`src/source/oscope_bus_pkg.sv`:
```
// Local bus is 24-bit address, 32-bit data; SPI timing is counted in lb_clk cycles
`default_nettype none

package oscope_bus_pkg;

	localparam int LB_AW = 24;
	localparam int LB_DW = 32;
	localparam int SPI_WORD_W = 16;

	typedef logic [LB_AW-1:0] lb_addr_t;
	typedef logic [LB_DW-1:0] lb_data_t;
	typedef logic [SPI_WORD_W-1:0] spi_word_t;

	// Register map
	localparam lb_addr_t ADDR_CTRL = 24'h000001;      // Bit 0 arms a capture
	localparam lb_addr_t ADDR_STATUS = 24'h000002;    // {ready, done}
	localparam lb_addr_t ADDR_SPI_CMD = 24'h000003;   // {addr, data}, starts a frame
	localparam lb_addr_t ADDR_SPI_RDBK = 24'h000004;

	// Anything with this bit set is a buffer read
	localparam int BUF_WINDOW_BIT = 23;

	// Monitor SPI framing
	localparam int SPI_HALF = 4;        // lb_clk cycles per sclk half period
	localparam int SPI_FRAME_BITS = 32;
	localparam int SPI_HALF_W = $clog2(SPI_HALF);
	localparam int SPI_BIT_W = $clog2(SPI_FRAME_BITS);

endpackage

`default_nettype wire

```
`src/source/oscope_ifs.sv`:
```
// Internal links only; start and arm are single-cycle pulses, no handshake back
`default_nettype none

// Register block to monitor SPI master
interface spi_cmd_if;
	logic start;                       // One-cycle pulse
	oscope_bus_pkg::spi_word_t addr;
	oscope_bus_pkg::spi_word_t data;
	logic ready;                       // Level, low while a frame runs
	oscope_bus_pkg::spi_word_t rdbk;

	modport regs (output start, addr, data, input ready, rdbk);
	modport master (input start, addr, data, output ready, rdbk);
endinterface


`default_nettype wire

```
`src/source/monitor_spi.sv`:
```
// Mode 0 style, 32-bit frames MSB first; a start while busy is dropped
`default_nettype none

module monitor_spi (
	input logic lb_clk,
	input logic reset_i,
	spi_cmd_if.master spi,
	output logic sclk_o,
	output logic mosi_o,
	output logic ssb_o,
	input logic miso_i
);

	typedef enum logic [1:0] {
		ST_IDLE,
		ST_SHIFT,
		ST_FINISH
	} state_t;

	state_t state;
	logic [oscope_bus_pkg::SPI_HALF_W-1:0] half_cnt;
	logic [oscope_bus_pkg::SPI_BIT_W-1:0] bit_cnt;
	logic [oscope_bus_pkg::SPI_FRAME_BITS-1:0] sreg;
	logic miso_q;
	logic half_end;

	assign half_end = half_cnt == oscope_bus_pkg::SPI_HALF_W'(oscope_bus_pkg::SPI_HALF - 1);

	always_ff @(posedge lb_clk) begin
		if (reset_i) begin
			state <= ST_IDLE;
			sclk_o <= 1'b0;
			half_cnt <= '0;
			bit_cnt <= '0;
		end else begin
			case (state)
				ST_IDLE: begin
					if (spi.start) begin
						state <= ST_SHIFT;
						half_cnt <= '0;
						bit_cnt <= '0;
						sclk_o <= 1'b0;
					end
				end
				ST_SHIFT: begin
					if (half_end) begin
						half_cnt <= '0;
						sclk_o <= ~sclk_o;
						if (sclk_o) begin // Falling edge ends a bit
							bit_cnt <= bit_cnt + 1'b1;
							if (bit_cnt == oscope_bus_pkg::SPI_BIT_W'(oscope_bus_pkg::SPI_FRAME_BITS - 1))
								state <= ST_FINISH;
						end
					end else begin
						half_cnt <= half_cnt + 1'b1;
					end
				end
				ST_FINISH: begin
					// Hold ssb low for one more half period
					if (half_end) begin
						half_cnt <= '0;
						state <= ST_IDLE;
					end else begin
						half_cnt <= half_cnt + 1'b1;
					end
				end
				default: state <= ST_IDLE;
			endcase
		end
	end

	// Frame out on the MSB, readback in at the LSB
	always_ff @(posedge lb_clk) begin
		if (state == ST_IDLE && spi.start)
			sreg <= {spi.addr, spi.data};
		else if (state == ST_SHIFT && half_end && sclk_o)
			sreg <= {sreg[oscope_bus_pkg::SPI_FRAME_BITS-2:0], miso_q};
		if (state == ST_SHIFT && half_end && !sclk_o)
			miso_q <= miso_i; // Rising sclk
		if (state == ST_FINISH && half_end)
			spi.rdbk <= sreg[15:0];
	end

	assign mosi_o = sreg[oscope_bus_pkg::SPI_FRAME_BITS-1];
	assign ssb_o = state == ST_IDLE;
	assign spi.ready = state == ST_IDLE;

endmodule

`default_nettype wire

```
`src/flat_wrapper.sv`:
```
// flat-port wrapper written by rule: the top's interface ports become plain ports
module monitor_spi_flat 
  (lb_clk, reset_i, sclk_o, mosi_o, ssb_o, miso_i, spi_start, spi_addr, spi_data, spi_ready, spi_rdbk);
  spi_cmd_if spi_i ();
  input logic lb_clk;
  input logic reset_i;
  output logic sclk_o;
  output logic mosi_o;
  output logic ssb_o;
  input logic miso_i;
  input wire logic [$bits(spi_i.start)-1:0] spi_start;
  input wire logic [$bits(spi_i.addr)-1:0] spi_addr;
  input wire logic [$bits(spi_i.data)-1:0] spi_data;
  output wire logic [$bits(spi_i.ready)-1:0] spi_ready;
  output wire logic [$bits(spi_i.rdbk)-1:0] spi_rdbk;
  assign spi_i.start = spi_start;
  assign spi_i.addr = spi_addr;
  assign spi_i.data = spi_data;
  assign spi_ready = spi_i.ready;
  assign spi_rdbk = spi_i.rdbk;
  monitor_spi u_core (.lb_clk(lb_clk), .reset_i(reset_i), .spi(spi_i), .sclk_o(sclk_o), .mosi_o(mosi_o), .ssb_o(ssb_o), .miso_i(miso_i));
endmodule
```
`config.mk`:
```
export PLATFORM = sky130hd
export DESIGN_NAME = monitor_spi_flat
export DESIGN_NICKNAME = d
export VERILOG_FILES = /design/src/source/oscope_bus_pkg.sv /design/src/source/oscope_ifs.sv /design/src/source/monitor_spi.sv /design/src/flat_wrapper.sv
export SDC_FILE = /design/constraint.sdc
export NUM_CORES = 1
export LEC_CHECK = 0
export BUFFER_PORTS_ARGS = -buffer_cell sky130_fd_sc_hd__clkbuf_2
export CAP_MARGIN = 20
export CELL_PAD_IN_SITES_DETAIL_PLACEMENT = 0
export CELL_PAD_IN_SITES_GLOBAL_PLACEMENT = 1
export CORE_UTILIZATION = 44
export CTS_CLUSTER_SIZE = 16
export DETAILED_ROUTE_END_ITERATION = 7
export GPL_TIMING_DRIVEN = 1
export PLACE_DENSITY = 0.83
export SYNTH_ARGS = -nofsm -noshare
export SYNTH_HDL_FRONTEND = slang
export SYNTH_SLANG_ARGS = --single-unit
```
`constraint.sdc`:
```
create_clock -name lb_clk -period 2.8 [get_ports lb_clk]
set_input_delay 0.28 -clock lb_clk [delete_from_list [all_inputs] [get_ports lb_clk]]
set_output_delay 0.28 -clock lb_clk [all_outputs]
set_load 0.005 [all_outputs]
```
# == Word level (Yosys, flattened, before mapping) ==
# Cells that the tools add are included.
# op_classes
add_sub_neg,2
eq_ne,9
mux,18
n_bitwise,1
n_reduce_logical,15
# ops
op,count
32-bit 2-to-1 mux,2
5-bit 2-to-1 mux,3
2-bit 2-to-1 mux,7
5-bit case mux with 2 select lines,1
2-bit by 1-bit != test with 1-bit output (second input constant),4
2-bit case mux with 3 select lines,1
2-bit nonzero test,3
5-bit by 1-bit adder with 5-bit output (second input constant),1
5-bit == test (second input constant),1
1-bit logical AND,5
5-bit AND reduction,1
2-bit == test (second input constant),2
2-bit case mux with 2 select lines,1
4-bit AND reduction,1
3-bit AND reduction,1
2-bit by 1-bit adder with 2-bit output (second input constant),1
2-bit by 1-bit == test with 1-bit output (second input constant),1
2-bit logical NOT,1
1-bit 2-to-1 mux,2
2-bit != test (second input constant),1
1-bit case mux with 2 select lines,1
2-bit AND reduction,1
2-bit OR reduction,1
1-bit logical NOT,1
1-bit NOT,1
# word_totals
regBits,59
in_bits,36
output_inout_bits,20
elab_cells,52

# == Logic depth before layout (Yosys ltp) ==
# logic_depth
word_depth,5
ltp_mapped,6
depth_no_buf,6

# == Worst setup path after synthesis ==
# OpenSTA, ideal clock, no wires.
# synth_path
kind,register to register
from,register u_core.state[0]
to,register u_core.sreg[0] (netlist bit) (enable)
setup_time_ns,0.478
arrival_time_ns,1.640
required_ns,2.322
path_slack_ns,0.683
stages_incl_launch_ff,7
path_buffers,2
path_cell_list,dfxtp_1 inv_1 ha_1 buf_6 nand2_2 buf_2 nand2_1
# synth_between
word_cells_on_any_way,6
cone_classes,eq/ne (1); reduce/logical (5)
# synth_rtl
element,line_no,source
from (decl),monitor_spi.sv:20,state_t state;
from (signal assigned),monitor_spi.sv:31,state <= ST_IDLE;
from (signal assigned),monitor_spi.sv:39,state <= ST_SHIFT;
from (signal assigned),monitor_spi.sv:52,state <= ST_FINISH;
2-bit logical NOT,-,
via spi_ready,flat_wrapper.sv:14,output wire logic [$bits(spi_i.ready)-1:0] spi_ready;
1-bit logical AND,monitor_spi.sv:74,if (state == ST_IDLE && spi.start)
2-bit nonzero test (no line),-,
to (signal assigned),monitor_spi.sv:75,"sreg <= {spi.addr, spi.data};"
to (signal assigned),monitor_spi.sv:77,"sreg <= {sreg[oscope_bus_pkg::SPI_FRAME_BITS-2:0], miso_q};"
to (decl),monitor_spi.sv:23,logic [oscope_bus_pkg::SPI_FRAME_BITS-1:0] sreg;
# The timed path passes the listed nets, and every way through them passes these cells.
# A chain may end at the register's enable or synchronous reset.

# == Worst setup path after layout ==
# layout_path
from,register u_core.state[0]
to,register u_core.sreg[4] (netlist bit) (data pin)
# layout_between
elab_chain_cells,3
# layout_rtl
element,line_no
2-bit logical NOT,monitor_spi.sv:74
1-bit logical AND,monitor_spi.sv:74
32-bit 2-to-1 mux,monitor_spi.sv:74
# Every way passes these cells.

==> metrics list <==
* Status: finished clean
* Drt first pass iters: 4
* Register-to-Register Path Depth: 5
- Dividing the synthesized area by the synthesized cell count gives 15.7 µm².
- Routability Congestion: 0.769
- In the global route stage, overall resource usage came out at 0.147.
- Final period demand of the worst path: 2.10 ns
* Worst-path clk slew: 0.06 ns
* Post-cts repair resize count: 0
* Worst rel slew slack: 0.538
- Once layout is complete, the utilization of the core stands at 0.552.
* ANT cells: 0
- The analysis attributes to cell leakage a power of 0.00119 µW.
- R2R Path Start: u_core.state[0]
- Setup violations remaining at the end of the flow were counted as 0.
* Proportion of synthesized area in mux cells: 0.160
- Multi-input gate area: 783 µm²
* Setup slack of the worst register-to-register path: approximately 0.7 ns
* Unrepaired setup endpoints after global routing: false
* Total of warnings raised by yosys: 0
- Fraction of synthesized cell area taken by the top area cell type: 0.586
* HPWL after detailed placement: 2900 µm
- Across all layers, the routed design uses 1501 vias.
- Proportion of register bits with asynchronous set or reset after synthesis: 0
* Maximum level of the CTS H-tree: 3
- Die Wd: approximately 78 µm
- Entering global routing, the biggest net connects 33 pins.
* Initial standard-cell utilization of the core: 0.456
* Global-route wire length before repair: 6430 µm
* Skew-Pair Late Insertion Delay: 0.33 ns
- Largest family of logic cells by synthesized area: multiplexers
* Post-CTS Hold Fix Bufs: 0
- For the worst setup path, the data required time is 2.88 ns.
- Of the total synthesized cell area, the portion taken by XOR and XNOR cells is 0.
* Post-synthesis sequential element count: 59
- For the pin with the worst max-slew slack, the measured transition is 0.693 ns.
- The initial antenna violation count is 0.
* CTS Root Cell: sky130_fd_sc_hd__clkbuf_8
- Static timing analysis puts the maximum clock frequency at ~0.48 GHz.
- The fraction of the mapped netlist area in compound gates is 0.0563.
- Counting along the longest clock path gives a buffer depth of 2.
- Largest voltage drop on the vdd net: 0.341 mV
- The detailed router finished its first iteration with 87 violations.
- PortBufs: 55
* Crit path max fanout: 21
* Total Die Area: 0.00601 mm²
- Dpl ws: 0.678 ns
* Net total in the final layout: 263
- Class of the tightest hold or removal check: input pin to flop
- Relative to the synthesized area, the layout overhead comes to 21.1%.
* Worst Hold Path Cells: 1
- Drc violations: 0
* Final setup slack of the worst path: 0.696 ns
- In this run the post-CTS setup repair buffer count came out at 0.
* Final cycle utilization of the critical path: 0.752
* Power density over the cells: roughly 910 mW/mm²
* Distinct cells, synth: 33
- The most used flip-flop cell after synthesis is sky130_fd_sc_hd__edfxtp_1.
- The filler cells instantiated in the layout total 456.
* Post-synthesis cell count: 160
- After synthesis, the cell types taking the most area are sky130_fd_sc_hd__edfxtp_1, sky130_fd_sc_hd__mux2_2, sky130_fd_sc_hd__dfxtp_1.
- Sequential cell area fraction in the yosys report: 0.666
* I/O pin cnt: 56
- Max-cap violations in this run came to 0.
- Post-synth net total: 202
- Hold Violations, Final: 0
- After detailed routing, the total wire length is 4070 µm.
- Remaining Overflow, GRT: 0
- Wire length per cell: 13.7 µm
- Of the cells placed in the final design, the portion with a size suffix greater than 1 is 0.487.
- The worst setup path is of the flop to flop kind.
- Sequential cell area: 0.00167 mm²
* Worst path arrival time: roughly 2.2 ns
* Final setup skew: 0.00669 ns
* Count of nets left with antenna violations after detail routing: 0
- Number of enable-type register cells in the synthesized netlist: between 40 and 50
- Number of cell rows: 27
- Hold path startpoint: miso_i
- The via count of the first global-routing pass came to 1323.
* Total negative slack for setup checks: 0 ns
* Worst Hold Path EP: u_core.miso_q
- TritonCTS built the clock tree.
* End of the worst register-to-register path: u_core.sreg[4]
* Syn Std Cell Area: between 0.002 and 0.003 mm²
- The worst setup path is captured at a flop.
- Critical Path Start Type: flop
* Core region area: approximately 0.0055 mm²
- Detail-routed via count per cell: 5.04
- In this run, CTS created clock tree buffers numbering 9.
- Cell type with the largest total area after synthesis: sky130_fd_sc_hd__edfxtp_1
- Arithmetic-cell share of the synthesized area counting full adders, half adders and majority gates: 0.0299
* Fin. max-slew vios: 0
* Die extent in y: 77.5 µm
* Simple logic cell fraction of the synthesized area: 0.0663
- CTS saw 59 sinks.
## report_power, final
| part | internal, µW | switching [µW] |
|---|---|---|
| sequential | 1250 | 76.1 |
| combinational | 352 | 356 |
| clock | 407 | 332 |
| total | 2010 | 764 |
## worst max-delay path by stage
stage                     slack, ns  cells past startpoint        endpoint            start
final                          0.70                      5  u_core.sreg[4]  u_core.state[0]
after detailed placement       0.68                      5  u_core.sreg[4]  u_core.state[0]
after global placement         0.74                      5  u_core.sreg[2]  u_core.state[0]
after CTS                      0.66                      5  u_core.sreg[4]  u_core.state[0]
after global routing           0.55                      5  u_core.sreg[4]  u_core.state[0]
after floorplan                0.68                      6  u_core.sreg[0]  u_core.state[0]
## per-stage QoR
stage | cells | hold WS [ns] | instance area (µm²) | total power [µW]
floorplan | 160 | 0.349 | 2510 | 1910
global placement | 282 | 0.433 | 2850 | 2030
detailed placement | 282 | 0.430 | 2850 | 2060
CTS | 298 | 0.117 | 3040 | 2800
global route | 298 | 0.109 | 3040 | 2920
finish | 298 | 0.128 | 3040 | 2770
## metal layers
layer / vias up / wire length, µm / global-route usage
met5: - / 0 / 0
met1: 717 / 1960 / 0.200
met4: 0 / 74 / 0.0792
met3: 6 / 200 / 0.0494
met2: 42 / 1840 / 0.204
li1: 736 / - / -
## Yosys cell counts, types with 3 or more instances
cell type                  count
sky130_fd_sc_hd__ha_1          6
sky130_fd_sc_hd__mux2_2       32
sky130_fd_sc_hd__a21oi_1       6
sky130_fd_sc_hd__inv_1         3
sky130_fd_sc_hd__o21ai_0       4
sky130_fd_sc_hd__mux2i_1       4
sky130_fd_sc_hd__nand2_1       6
sky130_fd_sc_hd__buf_2         5
sky130_fd_sc_hd__dfxtp_1      10
sky130_fd_sc_hd__edfxtp_1     49
## area by class of cell
type	instances	area share
repair buffers	57	0.0955
multi-input cells	91	0.258
well taps	72	0.0296
clock buffers	9	0.0408
flip-flops and latches	59	0.550
clock inverters	7	0.0226
inverters	3	0.00371
## sequential cells by signal, indices dropped and copies added (netlist names)
signal and count:
u_core.state 2, u_core.sreg 32, u_core.spi.rdbk 16, u_core.miso_q 1, u_core.half_cnt 2, u_core.bit_cnt 5
u_core.sclk_o 1
## cells in the final DEF, fill, tap and decap left out, types with 3 or more instances in the layout
cell type	count
sky130_fd_sc_hd__clkbuf_2	55
sky130_fd_sc_hd__mux2_2	32
sky130_fd_sc_hd__o21ai_0	4
sky130_fd_sc_hd__edfxtp_1	49
sky130_fd_sc_hd__a21oi_1	6
sky130_fd_sc_hd__clkbuf_8	9
sky130_fd_sc_hd__ha_1	6
sky130_fd_sc_hd__dfxtp_1	10
sky130_fd_sc_hd__clkinv_2	3
sky130_fd_sc_hd__inv_1	3
sky130_fd_sc_hd__mux2i_1	4
sky130_fd_sc_hd__nand2_1	6
## worst max-delay path: stages (launching register included)
cell and delay, ns:
sky130_fd_sc_hd__dfxtp_1 0.36, sky130_fd_sc_hd__inv_1 0.07, sky130_fd_sc_hd__ha_1 0.34, sky130_fd_sc_hd__nand2_2 0.41, sky130_fd_sc_hd__buf_4 0.31, sky130_fd_sc_hd__mux2_2 0.37
## logic make-up (layout without fill, tap and decap cells)
| family | count (synthesis) | after routing |
|---|---|---|
| simple gates | 29 | 29 |
| flops | 59 | 59 |
| mux | 36 | 36 |
| fa+ha+maj | 6 | 6 |
| compound gates | 20 | 20 |
| buf+inv | 10 | 76 |
Power figures use the tool's default switching activity.
