==> config.mk <==
export PLATFORM = sky130hd
export DESIGN_NAME = lb_regs_flat
export DESIGN_NICKNAME = d
export VERILOG_FILES = /design/src/source/oscope_bus_pkg.sv /design/src/source/oscope_adc_pkg.sv /design/src/source/oscope_ifs.sv /design/src/source/lb_regs.sv /design/src/flat_wrapper.sv
export SDC_FILE = /design/constraint.sdc
export NUM_CORES = 1
export LEC_CHECK = 0
export ABC_AREA = 0
export BUFFER_PORTS_ARGS = -buffer_cell sky130_fd_sc_hd__buf_2
export CORE_AREA = 2 2 70 86
export DETAILED_ROUTE_END_ITERATION = 16
export DIE_AREA = 0 0 72 88
export PLACE_DENSITY = 0.89
export REMOVE_ABC_BUFFERS = 1
export SYNTH_ARGS = -nofsm -noshare
export SYNTH_HDL_FRONTEND = slang
export SYNTH_SLANG_ARGS = --single-unit
==> constraint.sdc <==
create_clock -name lb_clk -period 5.3 [get_ports lb_clk]
set_clock_uncertainty 0.05 [all_clocks]
set_input_delay 0.53 -clock lb_clk [delete_from_list [all_inputs] [get_ports lb_clk]]
set_output_delay 0.53 -clock lb_clk [all_outputs]
set_load 0.01 [all_outputs]
==> src/source/oscope_bus_pkg.sv <==
// Local bus is 24-bit address, 32-bit data; SPI timing is counted in lb_clk cycles
`default_nettype none

package oscope_bus_pkg;

	localparam int LB_AW = 24;
	localparam int LB_DW = 32;
	localparam int SPI_WORD_W = 16;

	typedef logic [LB_AW-1:0] lb_addr_t;
	typedef logic [LB_DW-1:0] lb_data_t;
	typedef logic [SPI_WORD_W-1:0] spi_word_t;

	// Register map
	localparam lb_addr_t ADDR_CTRL = 24'h000001;      // Bit 0 arms a capture
	localparam lb_addr_t ADDR_STATUS = 24'h000002;    // {ready, done}
	localparam lb_addr_t ADDR_SPI_CMD = 24'h000003;   // {addr, data}, starts a frame
	localparam lb_addr_t ADDR_SPI_RDBK = 24'h000004;

	// Anything with this bit set is a buffer read
	localparam int BUF_WINDOW_BIT = 23;

	// Monitor SPI framing
	localparam int SPI_HALF = 4;        // lb_clk cycles per sclk half period
	localparam int SPI_FRAME_BITS = 32;
	localparam int SPI_HALF_W = $clog2(SPI_HALF);
	localparam int SPI_BIT_W = $clog2(SPI_FRAME_BITS);

endpackage

`default_nettype wire

==> src/source/oscope_adc_pkg.sv <==
// Digitizer word is four 16-bit channels packed low to high; buffer depth is 2**BUF_AW words
`default_nettype none

package oscope_adc_pkg;

	localparam int BUF_AW = 13;
	localparam int CHANNELS = 4;
	localparam int SAMPLE_W = 16;

	typedef logic [SAMPLE_W-1:0] sample_t;

	// Channel 0 sits in bits 15:0
	typedef sample_t [CHANNELS-1:0] adc_word_t;

	typedef logic [BUF_AW-1:0] buf_addr_t;
	typedef logic [$clog2(CHANNELS)-1:0] chan_sel_t;

endpackage

`default_nettype wire

==> src/source/oscope_ifs.sv <==
// Internal links only; start and arm are single-cycle pulses, no handshake back
`default_nettype none

// Register block to monitor SPI master
interface spi_cmd_if;
	logic start;                       // One-cycle pulse
	oscope_bus_pkg::spi_word_t addr;
	oscope_bus_pkg::spi_word_t data;
	logic ready;                       // Level, low while a frame runs
	oscope_bus_pkg::spi_word_t rdbk;

	modport regs (output start, addr, data, input ready, rdbk);
	modport master (input start, addr, data, output ready, rdbk);
endinterface

// Register block to capture buffer
interface capture_if;
	logic arm;                         // One-cycle pulse
	oscope_adc_pkg::buf_addr_t rd_index;
	oscope_adc_pkg::chan_sel_t rd_chan;
	logic done;
	oscope_adc_pkg::sample_t rd_sample; // One cycle after index/chan

	modport regs (output arm, rd_index, rd_chan, input done, rd_sample);
	modport buffer (input arm, rd_index, rd_chan, output done, rd_sample);
endinterface

`default_nettype wire

==> src/source/lb_regs.sv <==
// Read data and lb_rd_valid_o follow a read strobe by two cycles; unmapped reads give 0
`default_nettype none

module lb_regs (
	input logic lb_clk,
	input logic reset_i,
	input oscope_bus_pkg::lb_addr_t lb_addr_i,
	input logic lb_strobe_i,
	input logic lb_rd_i,
	input logic lb_write_i,
	input oscope_bus_pkg::lb_data_t lb_data_i,
	output oscope_bus_pkg::lb_data_t lb_din_o,
	output logic lb_rd_valid_o,
	spi_cmd_if.regs spi,
	capture_if.regs cap
);

	logic wr_accept;
	logic rd_accept;
	logic rd_d1;
	logic sel_buf;
	logic sel_status;
	logic sel_rdbk;

	assign wr_accept = lb_strobe_i & lb_write_i;
	assign rd_accept = lb_strobe_i & lb_rd_i;

	// Buffer address goes straight to the memory so its latency fits stage 1
	assign cap.rd_index = lb_addr_i[oscope_adc_pkg::BUF_AW+1:2];
	assign cap.rd_chan = lb_addr_i[1:0];

	// Command pulses and pipeline valid
	always_ff @(posedge lb_clk) begin
		if (reset_i) begin
			cap.arm <= 1'b0;
			spi.start <= 1'b0;
			rd_d1 <= 1'b0;
			lb_rd_valid_o <= 1'b0;
		end else begin
			cap.arm <= wr_accept && lb_addr_i == oscope_bus_pkg::ADDR_CTRL && lb_data_i[0];
			spi.start <= wr_accept && lb_addr_i == oscope_bus_pkg::ADDR_SPI_CMD;
			rd_d1 <= rd_accept;
			lb_rd_valid_o <= rd_d1;
		end
	end

	// SPI command fields, taken with the start pulse
	always_ff @(posedge lb_clk) begin
		if (wr_accept && lb_addr_i == oscope_bus_pkg::ADDR_SPI_CMD) begin
			spi.addr <= lb_data_i[31:16];
			spi.data <= lb_data_i[15:0];
		end
	end

	// Stage 1 decode
	always_ff @(posedge lb_clk) begin
		sel_buf <= lb_addr_i[oscope_bus_pkg::BUF_WINDOW_BIT];
		sel_status <= lb_addr_i == oscope_bus_pkg::ADDR_STATUS;
		sel_rdbk <= lb_addr_i == oscope_bus_pkg::ADDR_SPI_RDBK;
	end

	// Stage 2 mux
	always_ff @(posedge lb_clk) begin
		if (sel_buf)
			lb_din_o <= oscope_bus_pkg::lb_data_t'(cap.rd_sample);
		else if (sel_status)
			lb_din_o <= oscope_bus_pkg::lb_data_t'({spi.ready, cap.done});
		else if (sel_rdbk)
			lb_din_o <= oscope_bus_pkg::lb_data_t'(spi.rdbk);
		else
			lb_din_o <= '0;
	end

endmodule

`default_nettype wire

==> src/flat_wrapper.sv <==
// flat-port wrapper written by rule: the top's interface ports become plain ports
module lb_regs_flat 
  (lb_clk, reset_i, lb_addr_i, lb_strobe_i, lb_rd_i, lb_write_i, lb_data_i, lb_din_o, lb_rd_valid_o, spi_start, spi_addr, spi_data, spi_ready, spi_rdbk, cap_arm, cap_rd_index, cap_rd_chan, cap_done, cap_rd_sample);
  spi_cmd_if spi_i ();
  capture_if cap_i ();
  input logic lb_clk;
  input logic reset_i;
  input oscope_bus_pkg::lb_addr_t lb_addr_i;
  input logic lb_strobe_i;
  input logic lb_rd_i;
  input logic lb_write_i;
  input oscope_bus_pkg::lb_data_t lb_data_i;
  output oscope_bus_pkg::lb_data_t lb_din_o;
  output logic lb_rd_valid_o;
  output wire logic [$bits(spi_i.start)-1:0] spi_start;
  output wire logic [$bits(spi_i.addr)-1:0] spi_addr;
  output wire logic [$bits(spi_i.data)-1:0] spi_data;
  input wire logic [$bits(spi_i.ready)-1:0] spi_ready;
  input wire logic [$bits(spi_i.rdbk)-1:0] spi_rdbk;
  output wire logic [$bits(cap_i.arm)-1:0] cap_arm;
  output wire logic [$bits(cap_i.rd_index)-1:0] cap_rd_index;
  output wire logic [$bits(cap_i.rd_chan)-1:0] cap_rd_chan;
  input wire logic [$bits(cap_i.done)-1:0] cap_done;
  input wire logic [$bits(cap_i.rd_sample)-1:0] cap_rd_sample;
  assign spi_start = spi_i.start;
  assign spi_addr = spi_i.addr;
  assign spi_data = spi_i.data;
  assign spi_i.ready = spi_ready;
  assign spi_i.rdbk = spi_rdbk;
  assign cap_arm = cap_i.arm;
  assign cap_rd_index = cap_i.rd_index;
  assign cap_rd_chan = cap_i.rd_chan;
  assign cap_i.done = cap_done;
  assign cap_i.rd_sample = cap_rd_sample;
  lb_regs u_core (.lb_clk(lb_clk), .reset_i(reset_i), .lb_addr_i(lb_addr_i), .lb_strobe_i(lb_strobe_i), .lb_rd_i(lb_rd_i), .lb_write_i(lb_write_i), .lb_data_i(lb_data_i), .lb_din_o(lb_din_o), .lb_rd_valid_o(lb_rd_valid_o), .spi(spi_i), .cap(cap_i));
endmodule
=== After elaboration in Yosys (flattened, before gate mapping) ===
Index checks and enable logic that the tools add are counted.
W data, S select, Z words.

* Reductions and logical operators: 4
* Bitwise gates (word level): 2
* Equal/unequal tests: 4
* Multiplexer cells: 3

{| class="wikitable"
|+ Operators with widths
! cell !! count
|-
| $eq A24 B2 Y1 const B || 2
|-
| $mux W16 || 3
|-
| $eq A24 B1 Y1 const B || 1
|-
| $eq A24 B3 Y1 const B || 1
|-
| $logic_and A1 B1 Y1 || 3
|-
| $and A1 B1 Y1 || 2
|-
| $reduce_or A2 Y1 || 1
|}

* Output and inout bits: 82
* Word-level logic and storage cells: 24
* Register bits after elaboration: 71

=== Longest topological paths before layout ===
Gate-level depths: netlist of run 1.

* Word-level depth: 3
* Mapped depth: 4
* Depth with buffers taken out: 3

=== Least setup slack after synthesis of run 1 ===
No wires, ideal clock.

* Path type: input-to-reg
* Start: input lb_addr_i[3]
* End: register u_core.spi.addr[0], enable pin
* Setup slack: 0.569 ns
* Arrival time: 4.179 ns
* Library setup time: 0.501 ns
* Required time: 4.749 ns
* Stages on the path: 3
* Path buffers: 0
* Path through: nor4_1 nand4_1 nor4_1

* Cells in the longest elaborated chain, start to end: 2

{| class="wikitable"
|+ RTL lines
! item !! RTL line !! RTL
|-
| from (decl) || flat_wrapper.sv:8 || <nowiki>input oscope_bus_pkg::lb_addr_t lb_addr_i;</nowiki>
|-
| $eq A24 B2 Y1 || lb_regs.sv:49 || <nowiki>if (wr_accept && lb_addr_i == oscope_bus_pkg::ADDR_SPI_CMD) begin</nowiki>
|-
| $logic_and A1 B1 Y1 || lb_regs.sv:49 ||
|-
| to (signal assigned) || lb_regs.sv:50 || <nowiki>spi.addr <= lb_data_i[31:16];</nowiki>
|-
| to (decl) || oscope_ifs.sv:12 || <nowiki>modport regs (output start, addr, data, input ready, rdbk);</nowiki>
|}

No other way between the ends.
A chain may end at the register's enable or synchronous reset.

=== Final worst setup path of run 1 ===
* Start: input lb_addr_i[13]
* End: register u_core.spi.addr[12], enable pin

Same word-level chain as after synthesis.

==> out/results.txt, run 1 <==
CTS Root Cell = clkbuf_8
Pre-CTS setup slack = 2.99 ns
Setup crit start = lb_addr_i[13]
Register area = 0.00142 mm2
Syn avg cell area = 14.6 um2
R2r startpoint = u_core.sel_buf
Pre-Repair DR Iteration Count = 4
Area growth syn-to-layout = 40.4%
Setup tns final = 0 ns
Tot Pwr = 771 uW
RSZ-0062 raised after global routing = no
Multi-input logic area = 373 um2
Layout cells sized above 1 = 0.601
Critical Path Fanout Max = 32
CP Data Arrival Time = 1.88 ns
Hold WS = 0.295 ns
Final #Nets = 380
Max cap viols = 0
Setup-failing EPs final = 0
Effective utilization at floorplan = 0.359
Worst Tran Pin Value = 0.886 ns
Post-Route WL = 4.91 mm
H-tree depth = 2
Lkg Pwr = 0.00133 uW
Postcts setup bufs = 0
Post-synth top area share = 0.485
Status = finished, final reports clean
N_diodes = 0
Routed Antenna Nets = 0
Asr flop ratio synth = 0
Crit path capture type = register
Top post-synthesis cells by area = edfxtp_1 49%, dfxtp_1 23%, buf_4 12%
Period utilization = 0.370
Fill count = 489
CTS tree = yes
CP Class = in -> reg
Critical path's slowest cell = buf_4
Synthesis Warnings = 0
DR WL/cell = 14.0 um
Final hold violations = 0
Placer Congestion = 0.748
HP Class = in -> reg
Die area = 0.00634 mm2
CTS Hold Bufs = 0
Slew Limit Headroom = 0.407
Critical Path RT = 5.22 ns
Overflow after GRT = 0
Max IR drop VDD = 0.0971 mV
Fin worst setup slack = 3.34 ns
Final slew viol count = 0
Min Tclk post-route = 1.96 ns
Vias in the first global route = 1386
CP max stage delay = 0.38 ns
Largest net degree at the start of global routing = 33
# DRC = 0
Io pins = 177
Clock tree buffer depth = 2
Vias per inst = 4.55
Min-Delay Startpoint = lb_addr_i[23]
First-pass GRT wire length = 6.73 mm
Worst-Skew Late Latency = 0.30 ns
Number of flops mapped to enable cells by yosys = 32
Maximum clock rate = 0.510 GHz
Post-synthesis cell count = 136
Pwr dens = 277 mW/mm2
Clk sinks = 55
CP Cell Sequence = buf_2, nor4_1, nand4_1, nor4_2, buf_4
Distinct cells, synth = 20
Clk slew on worst S/H paths = 0.10 ns
Yosys top cell by area = edfxtp_1
DR iter-0 viols = 47
Core area = 0.00552 mm2
Total GRT Usage = 0.146
Main synth FF type = edfxtp_1
Num CTS Buffers = 5
Mapped Area = 0.00198 mm2
Die X = 72 um
Nature of the critical path startpoint = input pin
Sequential area share after synthesis = 0.718
Row cnt = 30
Dpl hpwl = 4.12 mm
Post-cts gate resize count = 0
Register bit total from synthesis = 55
IO Port Bufs = 160
DIE HEIGHT = 88 um
Via count = 1591
Initial antenna violation count = 0
-- final cells by class --
| class | instances | area share |
|---|---|---|
| clock buffer | 5 | 0.0248 |
| clock inverter | 3 | 0.0104 |
| multi-input combinational | 62 | 0.134 |
| sequential | 55 | 0.511 |
| tap | 64 | 0.0288 |
| timing repair buffer | 161 | 0.291 |
-- flip-flops by register name, summed over array words and instances (netlist names) --
register and count:
u_core.sel_status 1, u_core.lb_din_o 16, u_core.sel_buf 1, u_core.rd_d1 1, u_core.sel_rdbk 1, u_core.spi.addr 16
u_core.lb_rd_valid_o 1, u_core.cap.arm 1, u_core.spi.start 1, u_core.spi.data 16
-- per-layer routing --
layer  vias up  global-route usage  part of all wire
li1        747                   -                 -
met5         -                   0                 0
met3         4              0.0656              0.14
met4         0              0.0515            0.0094
met2       129               0.279              0.53
met1       711               0.135              0.32
-- placed cells by master (no fill, tap or decap), types with 2 or more instances in the layout --
cell / netlist / layout
buf_2: 1 / 160
edfxtp_1: 32 / 32
dfxtp_1: 23 / 23
conb_1: 1 / 16
a22o_1: 14 / 14
nor4_1: 9 / 8
nand2_1: 5 / 5
clkbuf_8: 0 / 5
nor2_1: 3 / 3
nand2b_1: 3 / 3
and3b_1: 2 / 2
a21oi_1: 2 / 2
o21ai_0: 2 / 2
clkinv_4: 0 / 2
-- synthesized netlist by cell type (2+ instances only) --
cell type	number
buf_4	32
edfxtp_1	32
dfxtp_1	23
a22o_1	14
nor4_1	9
nand2_1	5
nand2b_1	3
nor2_1	3
a21oi_1	2
and3b_1	2
o21ai_0	2
-- cell families after synthesis --
kind of cell / after synthesis / synth area share
flops: 55 / 0.718
buf+inv: 34 / 0.126
simple gates: 28 / 0.0828
compound gates: 18 / 0.0720
other cells: 1 / 0.00189
-- per-stage QoR --
step                      instances   util  instance area (um2)
final                           350  0.504                 2780
after global routing            350  0.504                 2780
after global placement          342  0.486                 2680
after detailed placement        342  0.486                 2680
after floorplan                 117      -                 1790
after CTS                       350  0.504                 2780
-- final timing paths --
| check | end | slack (ns) | depth (start not counted) |
|---|---|---|---|
| max reg2reg | u_core.lb_din_o[11] | 3.57 | 2 |
| max | u_core.spi.addr[12] | 3.34 | 5 |
| min | u_core.sel_buf | 0.29 | 1 |
| min reg2reg | u_core.lb_rd_valid_o | 0.42 | 1 |
-- critical path, delay by kind of cell --
| family | cells | cell delay [ns] |
|---|---|---|
| buffers and inverters | 2 | 0.48 |
| AND/OR/NAND/NOR | 3 | 0.85 |
-- power by group --
part | switching (uW) | internal (uW) | total (uW)
sequential | 3.84 | 458 | 462
clock | 139 | 98.1 | 237
combinational | 32.6 | 38.7 | 71.3
Note: power is estimated with default switching activity, not from simulation.
==> run 2, diff against run 1 <==
CORE_AREA = 2 2 74 90   (was 2 2 70 86)
DIE_AREA = 0 0 76 92   (was 0 0 72 88)
PLACE_DENSITY = 0.86   (was 0.89)
clock period = 1.7 ns   (was 5.3 ns; I/O delays follow)
==> run 2 against run 1 <==
Sequential power rose to 3.1 times the previous value. Sequential share of layout area down 7.1 points. Count of clock-buffer cells in the layout up 1. Non-clock buffer count up 40. First-iteration DRC count down 43%. Register-to-register slack worse by 2.9 ns. Final cell count up 18%. Wire length up 12%. Cell area up 16%. Critical path depth up 1. Highest routed layer unchanged.
==> out/results.txt, run 2 (synthesis results as in run 1) <==
CP Cell Sequence = buf_2, nor4_1, nand4_1, nor4_2, buf_4, buf_12
Critical Path RT = 1.66 ns
Fin util = 0.521
Postcts setup bufs = 0
Int Pwr = 1990 uW
Critical path's top delay family = simple AND/OR/NAND/NOR gates
CTS Hold Bufs = 32
Pre-Repair DR Iteration Count = 4
Min Tclk post-route = 1.48 ns
Largest net degree at the start of global routing = 27
Pre-CTS setup slack = -0.139 ns
Worst hold stages = 2
Final slew viol count = 0
Clk sinks = 55
Layout cells sized above 1 = 0.546
HP Class = in -> reg
Clock group share of total power = 0.316
Fin worst setup slack = 0.220 ns
Inst Count DP = 369
Initial antenna violation count = 1
Status = finished, final reports clean
P_sw = 540 uW
CP Data Arrival Time = 1.44 ns
Fin area = 0.00323 mm2
Post-Route WL = 5.51 mm
Core area = 0.00621 mm2
Via count = 1726
Final #Nets = 420
First-pass GRT wire length = 7.94 mm
Placer Congestion = 0.874
CTS tree = yes
Setup-failing EPs final = 0
Final hold violations = 0
Non-Filler Instances = 412
H-tree depth = 2
Switching share of power = 0.214
CTS Root Cell = clkbuf_8
Reg2reg end = u_core.lb_din_o[14]
Most common cell after layout, fill and taps aside = buf_2
Worst-Skew Late Latency = 0.30 ns
Vias in the first global route = 1655
Nature of the critical path startpoint = input pin
Critical Path Fanout Max = 26
Area growth syn-to-layout = 63.2%
Maximum clock rate = 0.676 GHz
CP max stage delay = 0.32 ns
Critical path's slowest cell = nor4_2
Pwr dens = 782 mW/mm2
Num CTS Buffers = 5
R2r startpoint = u_core.sel_status
RSZ-0062 raised after global routing = no
Effective utilization at floorplan = 0.319
Overflow after GRT = 0
Lkg Pwr = 0.00151 uW
Row cnt = 32
Clk slew on worst S/H paths = 0.10 ns
Most frequent cells in the layout = 160 x buf_2, 34 x dlygate4sd3_1, 32 x edfxtp_1
Clock tree buffer depth = 2
DR iter-0 viols = 27
# DRC = 0
Hold path endpoint = u_core.lb_din_o[11]
Dpl hpwl = 4.30 mm
Routed Antenna Nets = 0
Die X = 76 um
Max IR drop VDD = 0.364 mV
Hold WS = 0.0193 ns
Total GRT Usage = 0.148
Reg power frac = 0.567
Post-DP Area = 0.00278 mm2
R2R depth = 3
Crit path capture type = register
Max cap viols = 0
Vias per inst = 4.19
IO Port Bufs = 160
DR WL/cell = 13.4 um
Io pins = 177
Fill count = 565
Biggest regs = u_core.lb_din_o x16, u_core.spi.addr x16, u_core.spi.data x16
DIE HEIGHT = 92 um
CP bufs+invs = 3
Combinational power share = 0.117
Die area = 0.00699 mm2
Post-cts gate resize count = 0
Reg2Reg Setup Slack = 0.68 ns
CP Class = in -> reg
Min-Delay Startpoint = spi_rdbk[11]
Period utilization = 0.870
[run 2: worst register-to-register path: cells and delay by family, from the launching register on]
family	cells	cell delay [ns]
buf+inv	1	0.18
simple gates	1	0.06
flops	1	0.42
compound gates	1	0.21
[run 2: worst max path at each step]
stage	from	end	slack [ns]	depth (start not counted)
global placement	lb_addr_i[9]	u_core.spi.data[5]	-0.02	6
global route	lb_addr_i[9]	u_core.spi.addr[10]	0.13	6
CTS	lb_addr_i[9]	u_core.spi.data[5]	0.20	6
floorplan	lb_addr_i[3]	u_core.spi.addr[0]	-2.67	3
finish	lb_addr_i[9]	u_core.spi.addr[10]	0.22	6
detailed placement	lb_addr_i[9]	u_core.spi.addr[9]	-0.14	6
[run 2: per-stage QoR]
stage,power (uW),setup TNS [ns]
2_1_floorplan,1520,-85.47
3_3_place_gp,1690,-0.393
3_5_place_dp,1700,-3.92
4_1_cts,2560,0
5_1_grt,2630,0
6_report,2530,0
[run 2: final cells by class]
type	count	area, um2	share of cell area
clock buffer	6	93.8	0.0290
multi-input combinational	62	373	0.115
tap	85	106	0.0329
clock inverter	2	16.3	0.00503
timing repair buffer	201	1220	0.377
antenna	1	2.50	0.000774
sequential	55	1420	0.440
[run 2: power groups by stage]
stage | sequential (uW) | combinational, uW | clock (uW)
CTS | 1430 | 293 | 831
global route | 1440 | 322 | 873
finish | 1430 | 296 | 797
detailed placement | 1460 | 235 | 0
global placement | 1460 | 229 | 0
floorplan | 1480 | 42.0 | 0
[run 2: metal layers]
metal | up-vias | wire (um) | global-route usage
met4 | 0 | 60 | 0.0515
met5 | - | 0 | 0
li1 | 828 | - | -
met1 | 774 | 1910 | 0.144
met3 | 8 | 503 | 0.0472
met2 | 116 | 3040 | 0.291
